## config.mk

```make
export PLATFORM = sky130hd
export DESIGN_NAME = cfu_cmd_ctrl
export DESIGN_NICKNAME = d
export VERILOG_FILES = /design/src/gemm_pkg.sv /design/src/cfu_cmd_ctrl.sv
export SDC_FILE = /design/constraint.sdc
export NUM_CORES = 1
export LEC_CHECK = 0
export BUFFER_PORTS_ARGS = -buffer_cell sky130_fd_sc_hd__buf_4
export CORE_AREA = 2 2 131 133
export CTS_BUF_LIST = sky130_fd_sc_hd__clkbuf_8 sky130_fd_sc_hd__clkbuf_16
export DETAILED_ROUTE_END_ITERATION = 10
export DIE_AREA = 0 0 133 135
export PLACE_DENSITY = 0.74
export REMOVE_ABC_BUFFERS = 1
export SKIP_CTS_REPAIR_TIMING = 1
export SYNTH_ARGS = -nofsm -noshare
export SYNTH_HDL_FRONTEND = slang
export SYNTH_SLANG_ARGS = --single-unit
```

## constraint.sdc

```tcl
create_clock -name clk -period 4 [get_ports clk]
set_clock_uncertainty 0.1 [all_clocks]
set_input_delay 0 -clock clk [delete_from_list [all_inputs] [get_ports clk]]
set_output_delay 0 -clock clk [all_outputs]
set_load 0.03 [all_outputs]
```

## src/gemm_pkg.sv

```systemverilog
`default_nettype none

package gemm_pkg;

  // array geometry
  localparam int pe_dim = 4;
  localparam int lane_bits = $clog2(pe_dim);

  // buffer and field widths
  localparam int addr_bits = 8;   // 256 words per buffer
  localparam int dim_bits = 10;
  localparam int off_bits = 9;

  localparam logic [lane_bits-1:0] last_lane = lane_bits'(pe_dim - 1);

  // extra feed cycles past K so the skewed wavefront drains
  localparam logic [dim_bits:0] feed_tail = (dim_bits + 1)'(2 * pe_dim - 1);

  // lane 0 sits in the most significant byte / word
  typedef logic [0:pe_dim-1][7:0] op_word_t;
  typedef logic [0:pe_dim-1][31:0] acc_word_t;

  typedef logic [addr_bits-1:0] addr_t;
  typedef logic [dim_bits-1:0] dim_t;
  typedef logic signed [off_bits-1:0] off_t;

  // command codes, function_id[9:3]
  localparam logic [6:0] op_set_a = 7'd0;
  localparam logic [6:0] op_set_b = 7'd1;
  localparam logic [6:0] op_start = 7'd2;
  localparam logic [6:0] op_check = 7'd3;
  localparam logic [6:0] op_get_c = 7'd4;

endpackage

`default_nettype wire

```

## src/cfu_cmd_ctrl.sv

```systemverilog
`timescale 1ns/100ps
`default_nettype none

module cfu_cmd_ctrl (
  input  logic                clk,
  input  logic                rst,
  input  logic                cmd_valid,
  output logic                cmd_ready,
  input  logic [9:0]          cmd_function_id,
  input  logic [31:0]         cmd_inputs_0,
  input  logic [31:0]         cmd_inputs_1,
  output logic                rsp_valid,
  input  logic                rsp_ready,
  output logic [31:0]         rsp_outputs_0,
  input  logic                busy,
  input  gemm_pkg::acc_word_t c_rd_data,
  output logic                a_wr_en,
  output logic                b_wr_en,
  output gemm_pkg::addr_t     a_wr_addr,
  output gemm_pkg::addr_t     b_wr_addr,
  output gemm_pkg::op_word_t  wr_data,
  output logic                start,
  output gemm_pkg::dim_t      m_size,
  output gemm_pkg::dim_t      n_size,
  output gemm_pkg::dim_t      k_size,
  output gemm_pkg::off_t      offset,
  output logic                acc_en,
  output gemm_pkg::addr_t     host_c_addr
);

  typedef enum logic {st_idle, st_resp} state_t;

  state_t                         state_q;
  logic [6:0]                     op;
  logic                           take;
  logic                           do_set_a;
  logic                           do_set_b;
  logic                           do_start;
  logic                           do_get_c;
  logic [gemm_pkg::lane_bits-1:0] lane_q;
  logic [31:0]                    rsp_next;

  assign rsp_valid = (state_q == st_resp);
  assign cmd_ready = !rsp_valid;
  assign take      = cmd_valid && cmd_ready;
  assign op        = cmd_function_id[9:3];

  // only check_GEMM acts while the array runs
  assign do_set_a = take && !busy && (op == gemm_pkg::op_set_a);
  assign do_set_b = take && !busy && (op == gemm_pkg::op_set_b);
  assign do_start = take && !busy && (op == gemm_pkg::op_start);
  assign do_get_c = take && !busy && (op == gemm_pkg::op_get_c);

  always_comb begin
    rsp_next = '0;
    case (op)
      gemm_pkg::op_check: rsp_next = {31'd0, busy};
      gemm_pkg::op_get_c: begin
        if (!busy) begin
          rsp_next = c_rd_data[lane_q];
        end
      end
      default: rsp_next = '0;   // writes and unknown codes
    endcase
  end

  always_ff @(posedge clk or posedge rst) begin
    if (rst) begin
      state_q     <= st_idle;
      a_wr_en     <= 1'b0;
      b_wr_en     <= 1'b0;
      a_wr_addr   <= '0;
      b_wr_addr   <= '0;
      start       <= 1'b0;
      host_c_addr <= '0;
      lane_q      <= '0;
    end else begin
      a_wr_en <= do_set_a;
      b_wr_en <= do_set_b;
      start   <= do_start;
      if (a_wr_en) a_wr_addr <= a_wr_addr + 1'b1;   // bump after the write lands
      if (b_wr_en) b_wr_addr <= b_wr_addr + 1'b1;

      case (state_q)
        st_idle: if (take) state_q <= st_resp;
        default: if (rsp_ready) state_q <= st_idle;
      endcase

      if (do_start) begin
        a_wr_addr   <= '0;
        b_wr_addr   <= '0;
        host_c_addr <= '0;
        lane_q      <= '0;
      end

      if (do_get_c) begin
        if (lane_q == gemm_pkg::last_lane) begin
          lane_q      <= '0;
          host_c_addr <= host_c_addr + 1'b1;   // next row read during the response
        end else begin
          lane_q <= lane_q + 1'b1;
        end
      end
    end
  end

  always_ff @(posedge clk) begin
    if (take) rsp_outputs_0 <= rsp_next;
    if (do_set_a || do_set_b) wr_data <= cmd_inputs_0;
    if (do_start) begin
      acc_en <= cmd_inputs_0[30];
      m_size <= cmd_inputs_0[29:20];
      n_size <= cmd_inputs_0[19:10];
      k_size <= cmd_inputs_0[9:0];
      offset <= cmd_inputs_1[gemm_pkg::off_bits-1:0];
    end
  end

endmodule

`default_nettype wire

```

==> results.ini, run 1 <==
[layout]
num-fill-cells = 1266
seq_area_sq_um = 3870
antenna_cells_inserted = 0
multi_input_area_sq_um = 1630
final_nets = 907
stdcell_count = 929
syn_to_final_growth_pct = 66.8
drive_above_1_share_pct = 56.1

[floorplanning]
placementRows = 47
core_area_sq_um = 16400
initial_core_util_pct = 34.2
fp.dieH_microns = 135
die_w_microns = 133
ioPinCount = 340
die_area_sq_um = 18000

[placement]
dp_hpwl_microns = 13200
port_buffers = 313
place_ws_ns = 1.14
dp_cells = 846
gp_congestion = 0.845

[power]
power_density_nw_per_um2 = 398
design_power_total_mw = 3.72
p_leak_nw = 3.98
irDropWorstVdd_uv = 283

[min_path]
hold_class = in -> reg

[grt]
grt_pass1_vias = 4499
antenna_found_initial = 0
grt_remaining_overflow = 0
grt.met2_usage_pct = 34.5
grt_util_met3_pct = 6.27
track_usage_pct = 18.7
gr-usage-met1_pct = 20.0
grt_busiest_layer = met2
grt_pass1_wl_microns = 25000
grt_start_max_net_pins = 41

[synth]
synth_warnings = 0
syn_area_sq_um = 5610
yosysTopAreaCellShare_pct = 55.7
synth_top_flop_cell = edfxtp_1
ys_types = 39
netlist_instances = 325
ys_top_cells_by_count = edfxtp_1 (104), and3_1 (33), mux4_2 (32), dfrtp_1 (30), nor2_1 (16)
ys_async_sr_fraction_pct = 22.4
ys_seq_elements = 134
avgSynthCellArea_sq_um = 17.3
synthTopCellsByArea = edfxtp_1 (56%), dfrtp_1 (13%), mux4_2 (13%), and3_1 (3.7%), xor2_1 (1.1%)
synth_largest_area_cell = edfxtp_1
synth_edf_count = 104
yosysSeqAreaShare_pct = 69.0
post-synth-top-count-cell = edfxtp_1

[worst_setup_path]
critPathMaxFanout = 40
cp_slowest_cell = or4_1
path_common_cell = buf_4
path_cells = dlygate4sd3_1 > buf_4 > or4_1 > or4_4 > inv_2 > buf_4
critical_path_class = in -> reg
startpoint_type = input port
worstPathRequired_ns = 4.00
cp_data_arrival_time_ns = 2.96
critPathMaxStageDelay_ns = 0.65
end_kind = flip-flop

[cts]
clockBufferDepth = 2
cts_max_level = 4
cts_tree = built
clk_latency_ns = 0.42
clock-sinks = 134
numCtsBuffers = 17
root_buffer = clkbuf_16
cts.reportedPaths.clkPinSlew_ns = 0.06

[outcome]
outcome = completed

[sta]
slew_violations = 0
grt_setup_unrepaired = false
hold_viol_final = 0
final-setup-viol-count = 0
max-slew-margin-rel_pct = 47.9
worst_pin_slew_ns = 0.781
timing.final.ws_setup_ns = 1.04
period_share_pct = 74.0
holdWs_ns = 0.00989
finalCriticalPeriod_ns = 2.96
fmax_ghz = 0.338

[run]
maxCapViolations = 0

[drt]
routed_wl_microns = 17900
drtPass1Iterations = 6
drc = 0
routed_via_density = 4.84
drtAntennaViolNets = 0
num_vias = 4495
wl_per_cell_microns = 19.3
drtIter0Drc = 210

-- cells by family after synthesis --
| kind of cell | Yosys count | share of synthesized area, % |
|---|---|---|
| flip-flops | 134 | 69.0 |
| adder cells (fa/ha/maj) | 4 | 0.892 |
| XOR/XNOR | 12 | 1.87 |
| AND/OR/NAND/NOR | 95 | 10.3 |
| AO/OA/AOI/OAI | 19 | 2.32 |
| multiplexers | 35 | 13.4 |
| buffers and inverters | 26 | 2.16 |
-- critical path, delay by kind of cell --
family	cells	cell delay, ns
buffers and inverters	4	1.68
and+or+nand+nor	2	1.23
-- worst paths after layout --
kind | startpoint | end | slack (ns) | cells after the start
max | cmd_function_id[9] | k_size[3] | 1.04 | 6
min | c_rd_data[123] | rsp_outputs_0[27] | 0.01 | 3
max reg2reg | lane_q[0] | rsp_outputs_0[0] | 1.16 | 5
min reg2reg | host_c_addr[7] | host_c_addr[7] | 0.45 | 1
max in group asynchronous | rst | lane_q[0] | 3.32 | 4
min in group asynchronous | rst | b_wr_addr[5] | 0.02 | 3
-- cell usage in the layout (no fill, tap or decap), drive strengths merged, types with 7 or more instances in the layout --
cell type and count:
and3 33, buf 321, clkbuf 17, dfrtp 30, dlygate4sd3 50, edfxtp 104, inv 13, mux4 32
nand2 9, nand4 8, nor2 16, xor2 7
-- where the power goes --
group | internal (mW) | switching (mW)
Combinational | 0.268 | 0.233
Clock | 0.996 | 0.634
Sequential | 1.55 | 0.0400
-- flip-flops by register name, summed over array words and instances (netlist names), 2 cells and up --
| signal | flops |
|---|---|
| wr_data | 32 |
| b_wr_addr | 8 |
| n_size | 10 |
| rsp_outputs_0 | 32 |
| a_wr_addr | 8 |
| host_c_addr | 8 |
| k_size | 10 |
| offset | 9 |
| lane_q | 2 |
| m_size | 10 |
-- layout make-up --
type / instances / share of cell area (%)
sequential: 134 / 41.4
timing repair buffer: 371 / 31.3
multi-input combinational: 165 / 17.4
clock buffer: 17 / 4.55
tap: 220 / 2.94
clock inverter: 15 / 2.06
inverter: 7 / 0.281
-- routing by layer --
metal	wire length (microns)	share of wire, %	vias to the layer above
met1	6330	35	2168
met5	0	0	-
met2	9670	54	253
li1	-	-	2048
met4	433	2.4	0
met3	1460	8.2	26
-- per-stage QoR --
stage	utilization [%]	area, sq um	TNS (ns)
after floorplan	-	5520	-1.89
after CTS	53.8	8830	0
after detailed placement	50.0	8210	0
after global placement	50.0	8210	0
final	57.0	9360	0
after global routing	57.0	9360	0
Note: power is estimated with default switching activity, not from simulation.
==> run 2: changes to the inputs <==
- ABC_AREA: unset -> 1
- CORE_AREA: 2 2 131 133 -> 2 2 134 136
- DIE_AREA: 0 0 133 135 -> 0 0 136 138
- clock period: 4 -> 2.4 ns (I/O delays scaled with it)
==> results.ini, run 2 <==
[power]
switchingPower_mw = 1.56  ; +72%
p_seq_share_pct = 43.3  ; +0.6 points
power_density_nw_per_um2 = 596  ; +50%
design_power_total_mw = 6.04  ; +62%
switching_share_pct = 25.8  ; +1.4 points
irDropWorstVdd_uv = 477  ; +68%
clockPowerShare_pct = 42.6  ; -1.2 points
internal-power_mw = 4.48  ; +59%
p_leak_nw = 4.75  ; +20%
p_comb_share_pct = 14.1  ; +0.6 points

[floorplanning]
placementRows = 49  ; +4.3%
ioPinCount = 340  ; unchanged
die_area_sq_um = 18800  ; +4.5%
core_area_sq_um = 17500  ; +6.9%
fp.dieH_microns = 138  ; +2.2%
initial_core_util_pct = 34.3  ; +0.12 points
die_w_microns = 136  ; +2.3%

[outcome]
outcome = finished with violations
violations = hold timing

[synth]
netlist_instances = 582  ; +79%
syn_area_sq_um = 6020  ; +7.2%
avgSynthCellArea_sq_um = 10.3  ; -40%
synth_edf_count = 104  ; unchanged
synth_top_flop_cell = edfxtp_1
ys_types = 35  ; -10%
post-synth-top-count-cell = edfxtp_1
ys_seq_elements = 134  ; unchanged
synthTopCellsByArea = edfxtp_1 (52%), dfrtp_1 (12%), nand2_1 (5.9%), nor2_1 (5.4%), o21ai_0 (5.4%)
ys_async_sr_fraction_pct = 22.4  ; unchanged
synth_warnings = 0  ; unchanged
synth_largest_area_cell = edfxtp_1
yosysSeqAreaShare_pct = 64.4  ; -4.7 points
yosysTopAreaCellShare_pct = 51.9  ; -3.8 points
ys_top_cells_by_count = edfxtp_1 (104), nand2_1 (94), nor2_1 (87), o21ai_0 (65), inv_1 (60)

[layout]
top_regs = rsp_outputs_0 x32, wr_data x32
final_cell_mix = buf_4 (319), edfxtp_1 (104), nand2_1 (94), dlygate4sd3_1 (93), nor2_1 (87)
stdcell_area_sq_um = 10100  ; +8.4%
mostFrequentLayoutCell = buf_4
syn_to_final_growth_pct = 68.5
num-fill-cells = 1490  ; +18%
drive_above_1_share_pct = 38.1  ; -18 points
fin_util_pct = 57.8  ; +0.79 points
antenna_cells_inserted = 0  ; unchanged
stdcell_count = 1232  ; +33%
final_nets = 1201  ; +32%

[sta]
holdWs_ns = -0.0618  ; -0.0717 ns
max-slew-margin-rel_pct = 59.9  ; +12 points
slew_violations = 0  ; unchanged
fmax_ghz = 0.445
worst_pin_slew_ns = 0.602  ; -0.179 ns
finalCriticalPeriod_ns = 2.25
period_share_pct = 93.6
hold_viol_final = 13  ; +13
grt_setup_unrepaired = false
final-setup-viol-count = 0  ; unchanged
timing.final.ws_setup_ns = 0.154  ; -0.886 ns

[placement]
place_area_sq_um = 8620  ; +5.0%
place_ws_ns = 0.673  ; -0.466 ns
dp_hpwl_microns = 13200  ; about the same
port_buffers = 313  ; unchanged
gp_congestion = 0.782  ; -7.4%
dp_cells = 1107  ; +31%

[drt]
drc = 0  ; unchanged
wl_per_cell_microns = 15.6  ; -19%
drtIter0Drc = 334  ; +59%
drtPass1Iterations = 5  ; -1
num_vias = 5832  ; +30%
drtAntennaViolNets = 0  ; unchanged
routed_via_density = 4.73  ; -2.2%
routed_wl_microns = 19300  ; +7.6%

[worst_setup_path]
end_kind = flip-flop
worstPathRequired_ns = 2.59  ; -1.41 ns
startpoint_type = flip-flop
r2r_start = lane_q[0]
cp_data_arrival_time_ns = 2.44  ; -0.52 ns
startpoint = lane_q[0]
critPathMaxFanout = 64  ; +60%
critical_path_class = reg -> reg

[cts]
cts.reportedPaths.clkPinSlew_ns = 0.07  ; about the same
clk_latency_ns = 0.42  ; about the same
clockBufferDepth = 2  ; unchanged
root_buffer = clkbuf_16
numCtsBuffers = 17  ; unchanged
cts_max_level = 4  ; unchanged
cts_tree = built
clock-sinks = 134  ; unchanged

[grt]
grt_pass1_vias = 5251  ; +17%
track_usage_pct = 18.6  ; -0.16 points
grt_pass1_wl_microns = 26600  ; +6.4%
antenna_found_initial = 0  ; unchanged
grt_remaining_overflow = 0  ; unchanged
grt_start_max_net_pins = 65  ; +59%

[min_path]
hold_class = in -> reg
min_from = c_rd_data[98]

[run]
maxCapViolations = 0  ; unchanged

[run 2: logic make-up (layout without fill, tap and decap cells)]
family / after synthesis / count (layout) / synth area share [%]
flops: 134 / 134 / 64.4
fa+ha+maj: 4 / 4 / 0.832
compound gates: 111 / 111 / 10.0
buf+inv: 93 / 514 / 6.57
simple gates: 235 / 235 / 17.4
xor+xnor: 5 / 5 / 0.728
[run 2: power groups by stage]
stage | logic (mW) | registers [mW] | clock network, mW
after floorplan | 0.173 | 2.79 | 0
after global placement | 0.710 | 2.66 | 0
after detailed placement | 0.721 | 2.66 | 0
after CTS | 0.723 | 2.62 | 2.64
after global routing | 0.918 | 2.62 | 2.75
final | 0.853 | 2.61 | 2.57
[run 2: cell type report]
class                           instances  area [sq um]  area share, %
Sequential cell                       134          3870           38.2
Timing Repair Buffer                  415          3390           33.4
Multi-Input combinational cell        355          1750           17.3
Clock buffer                           17           425           4.20
Tap cell                              229           287           2.83
Inverter                               67           251           2.48
Clock inverter                         15           163           1.60
[run 2: layer usage]
layer | GRT usage (%) | vias to the layer above | share of wire [%]
met5 | 0 | - | 0
met4 | 5.92 | 0 | 1.9
met3 | 6.38 | 28 | 9.5
met2 | 32.1 | 302 | 51
met1 | 21.4 | 2709 | 37
li1 | - | 2793 | -
[run 2: path summary, 6_finish.rpt]
kind,end,slack [ns],cells past startpoint
worst max-delay path,rsp_outputs_0[18],0.15,6
worst min-delay path,rsp_outputs_0[2],-0.06,5
worst max register to register,rsp_outputs_0[18],0.15,6
worst min register to register,a_wr_addr[6],0.39,1
max in group asynchronous,lane_q[0],1.72,4
min in group asynchronous,b_wr_addr[7],0.15,4
[run 2: metrics by stage]
step | hold WS (ns) | TNS [ns]
finish | -0.0618 | 0
global route | 0.00000516 | 0
CTS | -0.434 | 0
detailed placement | 0.0134 | 0
global placement | 0.0151 | 0
floorplan | -0.0336 | -92.83
[run 2: critical path, stage by stage, from the launching register on]
cell,delay (ns)
dfrtp_2,0.40
buf_4,0.49
o21ai_0,0.19
o22ai_1,0.20
dlygate4sd3_1,0.58
nand2_1,0.05
inv_1,0.06
==> run 3: changes to the inputs <==
- GPL_ROUTABILITY_DRIVEN: unset -> 0
- MAX_ROUTING_LAYER: unset -> met4
==> results.ini, run 3 (synthesis results as in run 2) <==
[outcome]
outcome = finished with violations
violations = hold timing

[power]
power_density_nw_per_um2 = 596  ; about the same
p_leak_nw = 4.75  ; about the same
design_power_total_mw = 6.03  ; -0.11%
irDropWorstVdd_uv = 471  ; -1.1%

[worst_setup_path]
startpoint_type = flip-flop
worstPathRequired_ns = 2.59  ; about the same
ff2ff_path_depth = 6  ; unchanged
cp_data_arrival_time_ns = 2.45  ; about the same
worst_r2r_endpoint = rsp_outputs_0[22]
end_kind = flip-flop
r2r_start = lane_q[0]
startpoint = lane_q[0]
r2r_setup_slack_ns = 0.14  ; about the same
critPathMaxFanout = 64  ; unchanged
cp-endpoint = rsp_outputs_0[22]
critical_path_class = reg -> reg

[floorplanning]
die_w_microns = 136  ; unchanged
fp.dieH_microns = 138  ; unchanged
die_area_sq_um = 18800  ; unchanged
core_area_sq_um = 17500  ; unchanged
ioPinCount = 340  ; unchanged
initial_core_util_pct = 34.3  ; unchanged
placementRows = 49  ; unchanged

[drt]
drtIter0Drc = 363  ; +8.7%
routed_wl_microns = 19200  ; -0.15%
wl_met2_microns = 9790  ; -1.1%
highest_layer = met4
num_vias = 5850  ; +0.31%
drc = 0  ; unchanged
wl_met3_microns = 1610  ; -12%
drtPass1Iterations = 5  ; unchanged
wl_per_cell_microns = 15.6  ; about the same
routed_via_density = 4.75  ; +0.39%
drtAntennaViolNets = 0  ; unchanged
drt-met1-wl_microns = 7450  ; +3.9%

[grt]
antenna_found_initial = 0  ; unchanged
track_usage_pct = 19.1  ; +0.56 points
grt_pass1_wl_microns = 26600  ; -0.11%
grt_start_max_net_pins = 65  ; unchanged
grt_remaining_overflow = 0  ; unchanged
grt_pass1_vias = 5262  ; +0.21%

[layout]
final_cell_mix = buf_4 (319), edfxtp_1 (104), nand2_1 (94), dlygate4sd3_1 (92), nor2_1 (87)
drive_above_1_share_pct = 38.1  ; about the same
top_regs = rsp_outputs_0 x32, wr_data x32
stdcell_area_sq_um = 10100  ; about the same
fin_util_pct = 57.8  ; about the same
mostFrequentLayoutCell = buf_4
final_nets = 1200  ; -0.083%
antenna_cells_inserted = 0  ; unchanged
syn_to_final_growth_pct = 68.4  ; about the same

[placement]
port_buffers = 313  ; unchanged
dp_hpwl_microns = 13200  ; unchanged
place_ws_ns = 0.673  ; unchanged
place_area_sq_um = 8620  ; unchanged

[cts]
root_buffer = clkbuf_16
clk_latency_ns = 0.42  ; about the same
cts_tree = built
cts.reportedPaths.clkPinSlew_ns = 0.07  ; about the same
cts_max_level = 4  ; unchanged
clockBufferDepth = 2  ; unchanged
clock-sinks = 134  ; unchanged
numCtsBuffers = 17  ; unchanged

[min_path]
hold_class = in -> reg

[run]
maxCapViolations = 0  ; unchanged

[sta]
max-slew-margin-rel_pct = 59.1  ; -0.78 points
period_share_pct = 94.2  ; +0.62 points
final-setup-viol-count = 0  ; unchanged
holdWs_ns = -0.0572  ; +0.00464 ns
worst_pin_slew_ns = 0.614  ; +0.0117 ns
fmax_ghz = 0.442  ; -0.66%
slew_violations = 0  ; unchanged
finalCriticalPeriod_ns = 2.26  ; +0.0149 ns
hold_viol_final = 14  ; +1
timing.final.ws_setup_ns = 0.139  ; -0.0149 ns
grt_setup_unrepaired = false

-- run 3: changes by cell type in the layout (fill, tap and decap cells not counted) --
cell	delta
dlygate4sd3_1	-1
-- run 3: area by class of cell --
class,count,area (sq um)
fillers,1490,7400
repair buffers,414,3380
flip-flops and latches,134,3870
clock buffers,17,425
inverters,67,251
multi-input cells,355,1750
well taps,229,287
clock inverters,15,163
-- run 3: metrics by stage --
step | cells | TNS, ns
after floorplan | 556 | -92.83
after global placement | 1107 | 0
after detailed placement | 1107 | 0
after CTS | 1139 | 0
after global routing | 1231 | 0
final | 1231 | 0
-- run 3: worst min-delay path by stage --
stage / to / cells past startpoint / startpoint
after floorplan: a_wr_en / 1 / cmd_function_id[3]
after global placement: start / 3 / rst
after detailed placement: start / 3 / rst
after CTS: start / 3 / rst
after global routing: rsp_outputs_0[12] / 5 / c_rd_data[12]
final: rsp_outputs_0[2] / 5 / c_rd_data[98]
-- run 3: power by group --
group / switching (mW) / internal (mW) / total, mW
combinational: 0.417 / 0.435 / 0.852
sequential: 0.0435 / 2.57 / 2.62
clock: 1.09 / 1.47 / 2.57
-- run 3: metal layers --
layer  vias to the layer above  track usage [%]
li1                       2789                -
met1                      2719             22.2
met2                       313             32.2
met3                        29             5.10
met4                         0             6.09
met5                         -                -
-- run 3: critical path: stages (launching register included) --
cell	delay [ns]
dfrtp_2	0.40
buf_4	0.49
o21ai_0	0.18
o22ai_1	0.19
dlygate4sd3_1	0.59
nand2_1	0.06
inv_1	0.06
