==> src/gemm_pkg.sv <==
`default_nettype none

package gemm_pkg;

  // array geometry
  localparam int pe_dim = 4;
  localparam int lane_bits = $clog2(pe_dim);

  // buffer and field widths
  localparam int addr_bits = 8;   // 256 words per buffer
  localparam int dim_bits = 10;
  localparam int off_bits = 9;

  localparam logic [lane_bits-1:0] last_lane = lane_bits'(pe_dim - 1);

  // extra feed cycles past K so the skewed wavefront drains
  localparam logic [dim_bits:0] feed_tail = (dim_bits + 1)'(2 * pe_dim - 1);

  // lane 0 sits in the most significant byte / word
  typedef logic [0:pe_dim-1][7:0] op_word_t;
  typedef logic [0:pe_dim-1][31:0] acc_word_t;

  typedef logic [addr_bits-1:0] addr_t;
  typedef logic [dim_bits-1:0] dim_t;
  typedef logic signed [off_bits-1:0] off_t;

  // command codes, function_id[9:3]
  localparam logic [6:0] op_set_a = 7'd0;
  localparam logic [6:0] op_set_b = 7'd1;
  localparam logic [6:0] op_start = 7'd2;
  localparam logic [6:0] op_check = 7'd3;
  localparam logic [6:0] op_get_c = 7'd4;

endpackage

`default_nettype wire

==> src/gemm_sequencer.sv <==
`timescale 1ns/100ps
`default_nettype none

module gemm_sequencer (
  input  logic                clk,
  input  logic                rst,
  input  logic                start,
  input  gemm_pkg::dim_t      m_size,
  input  gemm_pkg::dim_t      n_size,
  input  gemm_pkg::dim_t      k_size,
  input  gemm_pkg::off_t      offset,
  input  logic                acc_en,
  input  gemm_pkg::addr_t     host_c_addr,
  input  gemm_pkg::acc_word_t c_rd_data,
  input  gemm_pkg::acc_word_t array_rows [gemm_pkg::pe_dim],
  output logic                busy,
  output gemm_pkg::addr_t     a_rd_addr,
  output gemm_pkg::addr_t     b_rd_addr,
  output gemm_pkg::addr_t     c_rd_addr,
  output logic                c_wr_en,
  output gemm_pkg::addr_t     c_wr_addr,
  output gemm_pkg::acc_word_t c_wr_data,
  output logic                pe_clear,
  output logic                feed_en,
  output logic                feed_valid,
  output gemm_pkg::off_t      offset_q
);

  typedef enum logic [1:0] {ph_idle, ph_feed, ph_write, ph_done} phase_t;

  phase_t                            phase_q;
  logic [gemm_pkg::dim_bits:0]       k_q;
  logic [gemm_pkg::dim_bits:0]       k_last;
  gemm_pkg::dim_t                    m_tile_q;
  gemm_pkg::dim_t                    n_tile_q;
  gemm_pkg::dim_t                    m_tiles;
  gemm_pkg::dim_t                    n_tiles;
  logic [gemm_pkg::lane_bits-1:0]    row_q;
  logic                              last_tile;
  gemm_pkg::addr_t                   c_base;

  assign m_tiles   = m_size >> gemm_pkg::lane_bits;   // M, N are multiples of pe_dim
  assign n_tiles   = n_size >> gemm_pkg::lane_bits;
  assign k_last    = {1'b0, k_size} + gemm_pkg::feed_tail;
  assign last_tile = (m_tile_q == m_tiles - 1'b1) && (n_tile_q == n_tiles - 1'b1);
  assign busy      = (phase_q != ph_idle);

  // buffer addressing, all modulo the buffer depth
  assign a_rd_addr = gemm_pkg::addr_t'(m_tile_q * k_size + k_q);
  assign b_rd_addr = gemm_pkg::addr_t'(n_tile_q * k_size + k_q);
  assign c_base    = gemm_pkg::addr_t'(n_tile_q * m_size + (m_tile_q << gemm_pkg::lane_bits));

  always_comb begin
    c_wr_en   = (phase_q == ph_write);
    c_wr_addr = c_base + gemm_pkg::addr_t'(row_q);
    for (int l = 0; l < gemm_pkg::pe_dim; l++) begin
      c_wr_data[l] = array_rows[row_q][l] + (acc_en ? c_rd_data[l] : 32'd0);
    end
    // C is read one row ahead of the write
    case (phase_q)
      ph_feed:  c_rd_addr = c_base;
      ph_write: c_rd_addr = c_base + gemm_pkg::addr_t'(row_q) + 1'b1;
      default:  c_rd_addr = host_c_addr;
    endcase
  end

  always_ff @(posedge clk or posedge rst) begin
    if (rst) begin
      phase_q    <= ph_idle;
      k_q        <= '0;
      m_tile_q   <= '0;
      n_tile_q   <= '0;
      row_q      <= '0;
      pe_clear   <= 1'b0;
      feed_en    <= 1'b0;
      feed_valid <= 1'b0;
    end else begin
      pe_clear   <= 1'b0;
      feed_en    <= (phase_q == ph_feed);   // lines up with read data
      feed_valid <= (phase_q == ph_feed) && (k_q < {1'b0, k_size});
      case (phase_q)
        ph_idle: begin
          if (start) begin
            phase_q  <= ph_feed;
            k_q      <= '0;
            m_tile_q <= '0;
            n_tile_q <= '0;
            pe_clear <= 1'b1;
          end
        end
        ph_feed: begin
          k_q <= k_q + 1'b1;
          if (k_q == k_last) begin
            phase_q <= ph_write;
            row_q   <= '0;
          end
        end
        ph_write: begin
          row_q <= row_q + 1'b1;
          if (row_q == gemm_pkg::last_lane) begin
            k_q <= '0;
            if (last_tile) begin
              phase_q <= ph_done;
            end else begin
              phase_q  <= ph_feed;
              pe_clear <= 1'b1;
              if (n_tile_q == n_tiles - 1'b1) begin   // n is the inner loop
                n_tile_q <= '0;
                m_tile_q <= m_tile_q + 1'b1;
              end else begin
                n_tile_q <= n_tile_q + 1'b1;
              end
            end
          end
        end
        default: phase_q <= ph_idle;
      endcase
    end
  end

  always_ff @(posedge clk) begin
    if (phase_q == ph_idle && start) begin
      offset_q <= offset;
    end
  end

endmodule

`default_nettype wire

==> config.mk <==
export PLATFORM = sky130hd
export DESIGN_NAME = gemm_sequencer
export DESIGN_NICKNAME = d
export VERILOG_FILES = /design/src/gemm_pkg.sv /design/src/gemm_sequencer.sv
export SDC_FILE = /design/constraint.sdc
export NUM_CORES = 1
export LEC_CHECK = 0
export ABC_CLOCK_PERIOD_IN_PS = 6900
export BUFFER_PORTS_ARGS = -buffer_cell sky130_fd_sc_hd__buf_4
export CAP_MARGIN = 10
export CORE_AREA = 2 2 333 335
export DETAILED_ROUTE_END_ITERATION = 10
export DIE_AREA = 0 0 335 337
export GPL_TIMING_DRIVEN = 0
export PLACE_DENSITY = 0.32
export SLEW_MARGIN = 20
export SYNTH_ARGS = -nofsm -noshare
export SYNTH_HDL_FRONTEND = slang
export SYNTH_SLANG_ARGS = --single-unit
==> constraint.sdc <==
create_clock -name clk -period 6.9 [get_ports clk]
set_clock_uncertainty 0.1 [all_clocks]
set_input_delay 0.69 -clock clk [delete_from_list [all_inputs] [get_ports clk]]
set_output_delay 0.69 -clock clk [all_outputs]
set_load 0.005 [all_outputs]
==> results of run 1 <==
==> routing by layer <==
| metal | vias to the layer above | wire length, µm | GRT usage | share of wire |
|---|---|---|---|---|
| met5 | - | 132 | 0 | 0.0011 |
| met4 | 20 | 3180 | 0.0535 | 0.027 |
| met3 | 98 | 7880 | 0.0393 | 0.067 |
| met2 | 705 | 61100 | 0.371 | 0.52 |
| met1 | 9484 | 46000 | 0.233 | 0.39 |
| li1 | 8794 | - | - | - |
==> power groups by stage <==
stage	logic, µW	clock network [µW]	registers (µW)
after floorplan	3830	0	368
after global placement	7760	0	386
after detailed placement	7760	0	388
after CTS	7840	307	382
after global routing	8260	311	386
final	7660	297	381
==> cells by family (layout without fill, tap and decap cells) <==
logic type	count (synthesis)	after routing
other cells	0	20
xor+xnor	217	217
flops	47	47
fa+ha+maj	254	254
mux	130	130
compound gates	433	433
simple gates	624	624
buf+inv	249	1115
==> state kept, by name (all words and copies together) (netlist names) <==
register / cells
n_tile_q: 10
k_q: 11
phase_q: 2
row_q: 2
offset_q: 9
feed_valid: 1
pe_clear: 1
feed_en: 1
m_tile_q: 10
==> worst paths after layout <==
check	start	end	cells after the start
max in group asynchronous	rst	feed_valid$_DFF_PP0_	3
max reg2reg	n_tile_q[6]$_DFFE_PP0P_	m_tile_q[0]$_DFFE_PP0P_	9
min in group clk	offset[7]	offset_q[7]$_DFFE_PP_	1
min	rst	phase_q[1]$_DFFE_PP0P_	2
min reg2reg	m_tile_q[9]$_DFFE_PP0P_	m_tile_q[9]$_DFFE_PP0P_	2
max	row_q[1]$_DFFE_PP0P_	c_wr_data[127]	14
==> layout make-up <==
type / count / area (µm²) / share of cell area
antenna: 20 / 50.0 / 0.00199
buffer: 88 / 407 / 0.0162
clock buffer: 6 / 150 / 0.00597
clock inverter: 2 / 13.8 / 0.000547
inverter: 161 / 604 / 0.0240
multi-input combinational: 1658 / 14500 / 0.575
sequential: 47 / 1220 / 0.0485
tap: 1426 / 1780 / 0.0709
timing repair buffer: 858 / 6460 / 0.257
==> synth_stat cells (10+ instances only) <==
cell type	number	area, µm²
nor2b_1	31	194
nand4_1	20	125
o21a_1	24	180
nor2_1	106	398
clkbuf_1	70	263
dfrtp_1	38	951
and3_1	14	87.6
o21bai_1	10	75.1
xnor2_1	168	1470
xor2_1	49	429
a31oi_1	14	87.6
a21o_1	49	368
ha_1	196	2450
a211oi_1	17	128
mux4_2	128	2880
inv_1	161	604
and2_1	153	957
nor3_1	28	140
o21ai_0	94	470
o211ai_1	14	105
fa_1	58	1160
a21oi_1	130	651
buf_1	14	52.6
nand2_1	154	578
nand3_1	44	220
nand2b_1	21	131
==> critical path: stages (launching register included) <==
cell	delay (ns)
dfrtp_1	0.61
buf_2	0.56
clkbuf_1	0.56
mux4_2	0.43
ha_1	0.39
a2111oi_0	0.77
a22o_1	0.30
a211oi_1	0.13
a31oi_1	0.42
a21bo_2	0.21
o211a_1	0.16
o21ai_0	0.10
a21oi_2	0.52
xnor2_1	0.20
buf_4	0.14
==> metrics by stage <==
stage | hold slack [ns] | TNS (ns) | utilization | instance area [µm²]
floorplan | 0.427 | 0 | - | 16600
global placement | 0.462 | -37.30 | 0.227 | 24800
detailed placement | 0.465 | -10.58 | 0.227 | 24900
CTS | 0.228 | -0.00369 | 0.229 | 25100
global route | 0.247 | 0 | 0.229 | 25100
finish | 0.226 | 0 | 0.230 | 25200
==> results.cfg, run 1 <==
[status]
status = complete, no violations

[die]
die_w_um = 335
core_um2 = 110000
start_util = 0.152
die_y_um = 337
rows = 122
io-pin-count = 865
fp.dieArea_um2 = 113000

[detailed_routing]
drt_wl_total_um = 118000
via_count = 19100
avgRoutedWirePerCell_um = 27.7
post-route-drc-count = 0
dr.pass1.iters = 8
via_per_inst = 4.48
antenna_left = 0
drt_iter0_drc = 1082

[timing]
slew_violations = 0
tightestPinTransition_ns = 1.00
post-route-period-util = 0.967
setup_slack_ns = 0.226
rsz0062_at_grt = no
max_slew_margin = 0.333
hold_violations = 0
max_clock_freq_ghz = 0.150
setup_viol = 0
finalCriticalPeriod_ns = 6.67

[clocking]
clock_latency_ns = 0.33
cts_tree = yes
postCtsSetupBuffers = 0
hold_buffers = 0
cts_sinks = 47
clkTransAtPathRegs_ns = 0.08
cts_resized = 29
clockRootBuffer = clkbuf_16
h-tree-depth = 2
cts_buffers = 5
clockBufferDepth = 2

[placed_design]
detailed_place_hpwl_um = 107000
pre_cts_ws_ns = -0.985
io_buffer_count = 855
placed_cells = 4238
gp_congestion = 0.904

[cells_and_area]
layout.cells.non_filler = 4266
nets = 3764
final_common_cell = buf_4
nFillCells = 12200
drive_gt1_frac = 0.373
final_cell_mix = buf_4 (859), ha_1 (196), xnor2_1 (168)
area.growth.synth_to_final_pct = 51.2

[synthesis]
yosys.area_share.simple = 0.195
async_flop_share = 0.809
synth_nets = 2899
synthCells = 1954
yosys_most_used_dff = dfrtp_1
synth_warnings = 0
synth_edf_count = 9
synth.yosys.seq_area_share = 0.0734
synth_top_family_by_area = adder cells
syn_avg_cell_area_um2 = 8.52
synth.area.mux_share = 0.175
synth_cell_types = 82
synth_fa_ha_area_frac = 0.217
synth-xor-area-share = 0.114
synth-seq-cells = 47
netlist_area_um2 = 16600
synth_compound_area_frac = 0.169

[pwr]
p_leak_uw = 0.0116
switching_power_uw = 4560
p_seq_frac = 0.046
p_per_area_nw_per_um2 = 331
total_power_uw = 8340
irDropWorstVdd_v = 0.000159
p_int_uw = 3780
clockPowerShare = 0.036
combPwrFrac = 0.919
swShare = 0.547

[setup_path]
cp-start-kind = register
path_max_fanout = 10
crit_arrival_ns = 5.88
rrSetupSlack_ns = 3.85
endpoint_kind = primary output
cp.required_ns = 6.11
crit_type = register to primary output

[worst_hold_path]
holdCritPathClass = input pin to async pin

[job]
drv_cap = 0

[global_route]
antenna_found_initial = 46
track_usage = 0.200
grt_max_degree = 27
grt_pass1_wl_um = 158000
grt_overflow = 0
grt_pass1_vias = 20000
(Power assumes the default switching activity.)
==> run 2: changes to the inputs <==
--- a/config.mk
+++ b/config.mk
@@ -8,11 +8,11 @@
 export ABC_CLOCK_PERIOD_IN_PS = 6900
 export BUFFER_PORTS_ARGS = -buffer_cell sky130_fd_sc_hd__buf_4
 export CAP_MARGIN = 10
-export CORE_AREA = 2 2 333 335
+export CORE_AREA = 2 2 335 337
 export DETAILED_ROUTE_END_ITERATION = 10
-export DIE_AREA = 0 0 335 337
+export DIE_AREA = 0 0 337 339
 export GPL_TIMING_DRIVEN = 0
-export PLACE_DENSITY = 0.32
+export PLACE_DENSITY = 0.31
 export SLEW_MARGIN = 20
 export SYNTH_ARGS = -nofsm -noshare
 export SYNTH_HDL_FRONTEND = slang
==> results.cfg, run 2 (same netlist as run 1, synthesis figures left out) <==
[status]
status = complete, no violations

[timing]
rsz0062_at_grt = yes
setup-tns-final_ns = 0
max_clock_freq_ghz = 0.154
post-route-period-util = 0.944
finalCriticalPeriod_ns = 6.51
setup_viol = 0
slew_violations = 0
tightestPinTransition_ns = 1.06
max_slew_margin = 0.290
hold_violations = 0

[worst_hold_path]
holdCritPathClass = input pin to async pin

[global_route]
grt_pass1_wl_um = 151000
grt_overflow = 0
antenna_found_initial = 37
track_usage = 0.185
grt_max_degree = 26
grt_pass1_vias = 19700

[setup_path]
cp-start-kind = register
reg2regPathDepth = 8
crit_chain = clkbuf_2 > clkbuf_4 > buf_2 > mux4_2 > ha_1 > a21oi_1 > nor2b_1 > a311oi_1 > o31ai_2 > a311oi_2 > o31ai_2 > a21oi_1 > xnor2_1 > buf_4
cp_slowest_cell = mux4_2
endpoint_kind = primary output
cp.required_ns = 6.11
path_max_fanout = 10
crit_type = register to primary output
crit_arrival_ns = 5.72
slowest_delay_ns = 0.62

[detailed_routing]
post-route-drc-count = 0
drt_iter0_drc = 1003
antenna_left = 0
avgRoutedWirePerCell_um = 25.6
via_per_inst = 4.35
via_count = 18800
drt_wl_total_um = 110000
dr.pass1.iters = 5

[die]
core_um2 = 110000
rows = 122
fp.dieArea_um2 = 114000
start_util = 0.151
die_w_um = 337
die_y_um = 339
io-pin-count = 865

[clocking]
cts_buffers = 5
h-tree-depth = 2
clockRootBuffer = clkbuf_16
clock_latency_ns = 0.31
cts_tree = yes
cts_resized = 25
clkTransAtPathRegs_ns = 0.08
postCtsSetupBuffers = 0
hold_buffers = 0
clockBufferDepth = 2
cts_sinks = 47

[cells_and_area]
top_register = k_q
final_common_cell = buf_4
nets = 3762
regArea_um2 = 1220
utilization = 0.229
largest_register_ffs = 11
drive_gt1_frac = 0.373
nFillCells = 12300
final_cell_mix = buf_4 (857), ha_1 (196), xnor2_1 (167)
layout.cells.non_filler = 4317
area.growth.synth_to_final_pct = 51.6
top_regs = k_q x11, m_tile_q x10, n_tile_q x10
multiInputGateArea_um2 = 14500

[placed_design]
detailed_place_hpwl_um = 99600
placed_cells = 4298
gp_congestion = 0.871
io_buffer_count = 855

[pwr]
irDropWorstVdd_v = 0.000144
p_per_area_nw_per_um2 = 318
p_leak_uw = 0.0116

[job]
drv_cap = 0
==> run 2: final cells by class <==
type,instances,area share
multi-input cells,1658,0.575
repair buffers,856,0.255
well taps,1488,0.0738
flip-flops and latches,47,0.0484
inverters,161,0.0240
plain buffers,88,0.0153
clock buffers,6,0.00551
clock inverters,2,0.00139
diodes,11,0.00109
==> run 2: final timing paths <==
path                                    startpoint                      end  slack [ns]
setup / recovery              row_q[0]$_DFFE_PP0P_            c_wr_data[93]        0.39
hold / removal                                 rst       pe_clear$_DFF_PP0_        0.25
setup reg to reg           n_tile_q[4]$_DFFE_PP0P_  m_tile_q[0]$_DFFE_PP0P_        3.65
hold reg to reg            m_tile_q[9]$_DFFE_PP0P_  m_tile_q[9]$_DFFE_PP0P_        0.49
max in group asynchronous                      rst  m_tile_q[5]$_DFFE_PP0P_        5.96
min in group clk                         offset[1]    offset_q[1]$_DFFE_PP_        0.44
==> run 2: metrics by stage <==
| step | power [µW] | worst slack [ns] | hold WS [ns] | cell area, µm² |
|---|---|---|---|---|
| finish | 8020 | 0.389 | 0.245 | 25200 |
| CTS | 8220 | 0.0245 | 0.255 | 25200 |
| detailed placement | 7810 | -0.911 | 0.462 | 24900 |
| global placement | 7820 | -1.24 | 0.461 | 24900 |
| global route | 8680 | -0.0553 | 0.271 | 25200 |
| floorplan | 4190 | 1.44 | 0.427 | 16600 |
==> run 2: worst max-delay path, delay by kind of cell (launching register included) <==
family	cells	cell delay (ns)
simple gates	1	0.25
buf+inv	4	1.27
compound gates	6	1.87
fa+ha+maj	1	0.30
xor+xnor	1	0.56
flops	1	0.52
mux	1	0.62
==> run 2: layer usage <==
layer	GRT usage	part of all wire	vias up
met5	0	0.0014	-
met4	0.0370	0.016	24
met3	0.0313	0.058	75
met2	0.341	0.52	622
met1	0.223	0.41	9299
li1	-	-	8773
==> run 2: power breakdown <==
part | internal (µW) | leakage [µW] | total (µW) | switching (µW)
Clock | 181 | 0.0000869 | 313 | 132
Sequential | 331 | 0.000602 | 385 | 53.9
Combinational | 3280 | 0.0109 | 7320 | 4040
==> run 3: changes to the inputs <==
--- a/config.mk
+++ b/config.mk
@@ -8,9 +8,9 @@
 export ABC_CLOCK_PERIOD_IN_PS = 6900
 export BUFFER_PORTS_ARGS = -buffer_cell sky130_fd_sc_hd__buf_4
 export CAP_MARGIN = 10
-export CORE_AREA = 2 2 335 337
+export CORE_AREA = 2 2 340 342
 export DETAILED_ROUTE_END_ITERATION = 10
-export DIE_AREA = 0 0 337 339
+export DIE_AREA = 0 0 342 344
 export GPL_TIMING_DRIVEN = 0
 export PLACE_DENSITY = 0.31
 export SLEW_MARGIN = 20
==> results.cfg, run 3 (same netlist as run 1, synthesis figures left out) <==
[global_route]
antenna_found_initial = 63
grt_max_degree = 25
grt_overflow = 0
grt_pass1_wl_um = 152000
grt_pass1_vias = 19500
track_usage = 0.183

[clocking]
clkTransAtPathRegs_ns = 0.07
clockRootBuffer = clkbuf_16
cts_buffers = 5
postCtsSetupBuffers = 0
cts_tree = yes
clock_latency_ns = 0.31
hold_buffers = 0
clockBufferDepth = 2
cts_sinks = 47
h-tree-depth = 2

[die]
die_y_um = 344
core_um2 = 114000
start_util = 0.146
die_w_um = 342
rows = 124
io-pin-count = 865
fp.dieArea_um2 = 118000

[placed_design]
io_buffer_count = 855
detailed_place_hpwl_um = 102000
pre_cts_ws_ns = -0.485
gp_congestion = 0.941

[timing]
setup_viol = 0
hold_violations = 0
setup_slack_ns = 0.378
finalCriticalPeriod_ns = 6.52
max_slew_margin = 0.236
slew_violations = 0
max_clock_freq_ghz = 0.153
rsz0062_at_grt = no
hold_ws_ns = 0.264
post-route-period-util = 0.945
tightestPinTransition_ns = 1.15

[pwr]
total_power_uw = 8210
switching_power_uw = 4370
p_seq_frac = 0.046
p_leak_uw = 0.0116
clockPowerShare = 0.040
p_per_area_nw_per_um2 = 324
irDropWorstVdd_v = 0.000197
combPwrFrac = 0.914
swShare = 0.532
p_int_uw = 3840

[detailed_routing]
antenna_left = 0
wl_met3_um = 9010
via_count = 18700
highest_layer = met5
avgRoutedWirePerCell_um = 26.0
drt_wl_total_um = 113000
post-route-drc-count = 0
drt_iter0_drc = 984
via_per_inst = 4.31
dr.pass1.iters = 5
wl_met2_um = 58800
wl_met1_um = 42700

[cells_and_area]
largest_register_ffs = 11
top_regs = k_q x11, m_tile_q x10, n_tile_q x10
drive_gt1_frac = 0.372
area.growth.synth_to_final_pct = 52.2
final_common_cell = buf_4
nets = 3763
final_cell_mix = buf_4 (857), ha_1 (196), xnor2_1 (168)
nFillCells = 12700
regArea_um2 = 1220
multiInputGateArea_um2 = 14500
utilization = 0.222
top_register = k_q

[setup_path]
worstReg2RegStart = phase_q[0]$_DFFE_PP0P_
crit_type = register to primary output
crit_start = n_tile_q[3]$_DFFE_PP0P_
path_max_fanout = 10
cp.required_ns = 6.11
cp-start-kind = register
endpoint_kind = primary output
reg2regPathDepth = 8
crit_arrival_ns = 5.73

[job]
drv_cap = 0

[worst_hold_path]
holdCritPathClass = input pin to async pin

[status]
status = complete, no violations
-- run 3: layer usage --
metal / global-route usage / vias up
met3: 0.0483 / 110
met5: 0 / -
met1: 0.207 / 9179
li1: - / 8797
met2: 0.339 / 615
met4: 0.0441 / 42
-- run 3: path summary, 6_finish.rpt --
check,end,slack (ns)
min reg2reg,m_tile_q[9]$_DFFE_PP0P_,0.48
max in group asynchronous,k_q[1]$_DFFE_PP0P_,5.93
max reg2reg,k_q[7]$_DFFE_PP0P_,3.80
max,c_rd_addr[7],0.38
min in group clk,offset_q[5]$_DFFE_PP_,0.45
min,feed_valid$_DFF_PP0_,0.26
-- run 3: power groups by stage --
stage	clock network [µW]	logic (µW)	registers, µW
3_5_place_dp	0	7630	382
4_1_cts	339	7690	378
2_1_floorplan	0	3830	368
5_1_grt	345	8130	384
3_3_place_gp	0	7620	383
6_report	329	7510	376
-- run 3: layout make-up --
| cell class | count | share of cell area |
|---|---|---|
| multi-input cells | 1658 | 0.572 |
| repair buffers | 858 | 0.256 |
| well taps | 1512 | 0.0747 |
| flip-flops and latches | 47 | 0.0482 |
| inverters | 161 | 0.0239 |
| plain buffers | 87 | 0.0153 |
| clock buffers | 5 | 0.00494 |
| clock inverters | 3 | 0.00267 |
| diodes | 20 | 0.00198 |
-- run 3: repair_timing --
| item | in CTS | in global routing |
|---|---|---|
| pin swaps | 0 | 0 |
| endpoints found under the setup margin | 17 | 23 |
| hold endpoints to repair | 0 | 0 |
| resized for setup | 16 | 22 |
-- run 3: critical path: stages, from the launching register on --
cell and delay, ns:
dfrtp_1 0.32, clkbuf_1 0.34, clkbuf_1 0.54, nand2_1 0.14, fa_1 0.53, inv_1 0.06
fa_1 0.45, ha_1 0.31, fa_1 0.47, ha_1 0.23, fa_1 0.69, nand4b_1 0.16
xnor2_1 0.33, nand3_1 0.14, xor2_1 0.16, o21ai_0 0.24, mux2_2 0.20, buf_4 0.10
-- run 3: per-stage QoR --
step	instances	setup TNS, ns	area (µm²)
2_1_floorplan	1954	0	16600
3_3_place_gp	4321	-51.21	25000
3_5_place_dp	4324	-1.99	25000
4_1_cts	4332	0	25300
5_1_grt	4344	0	25300
6_report	4351	0	25300
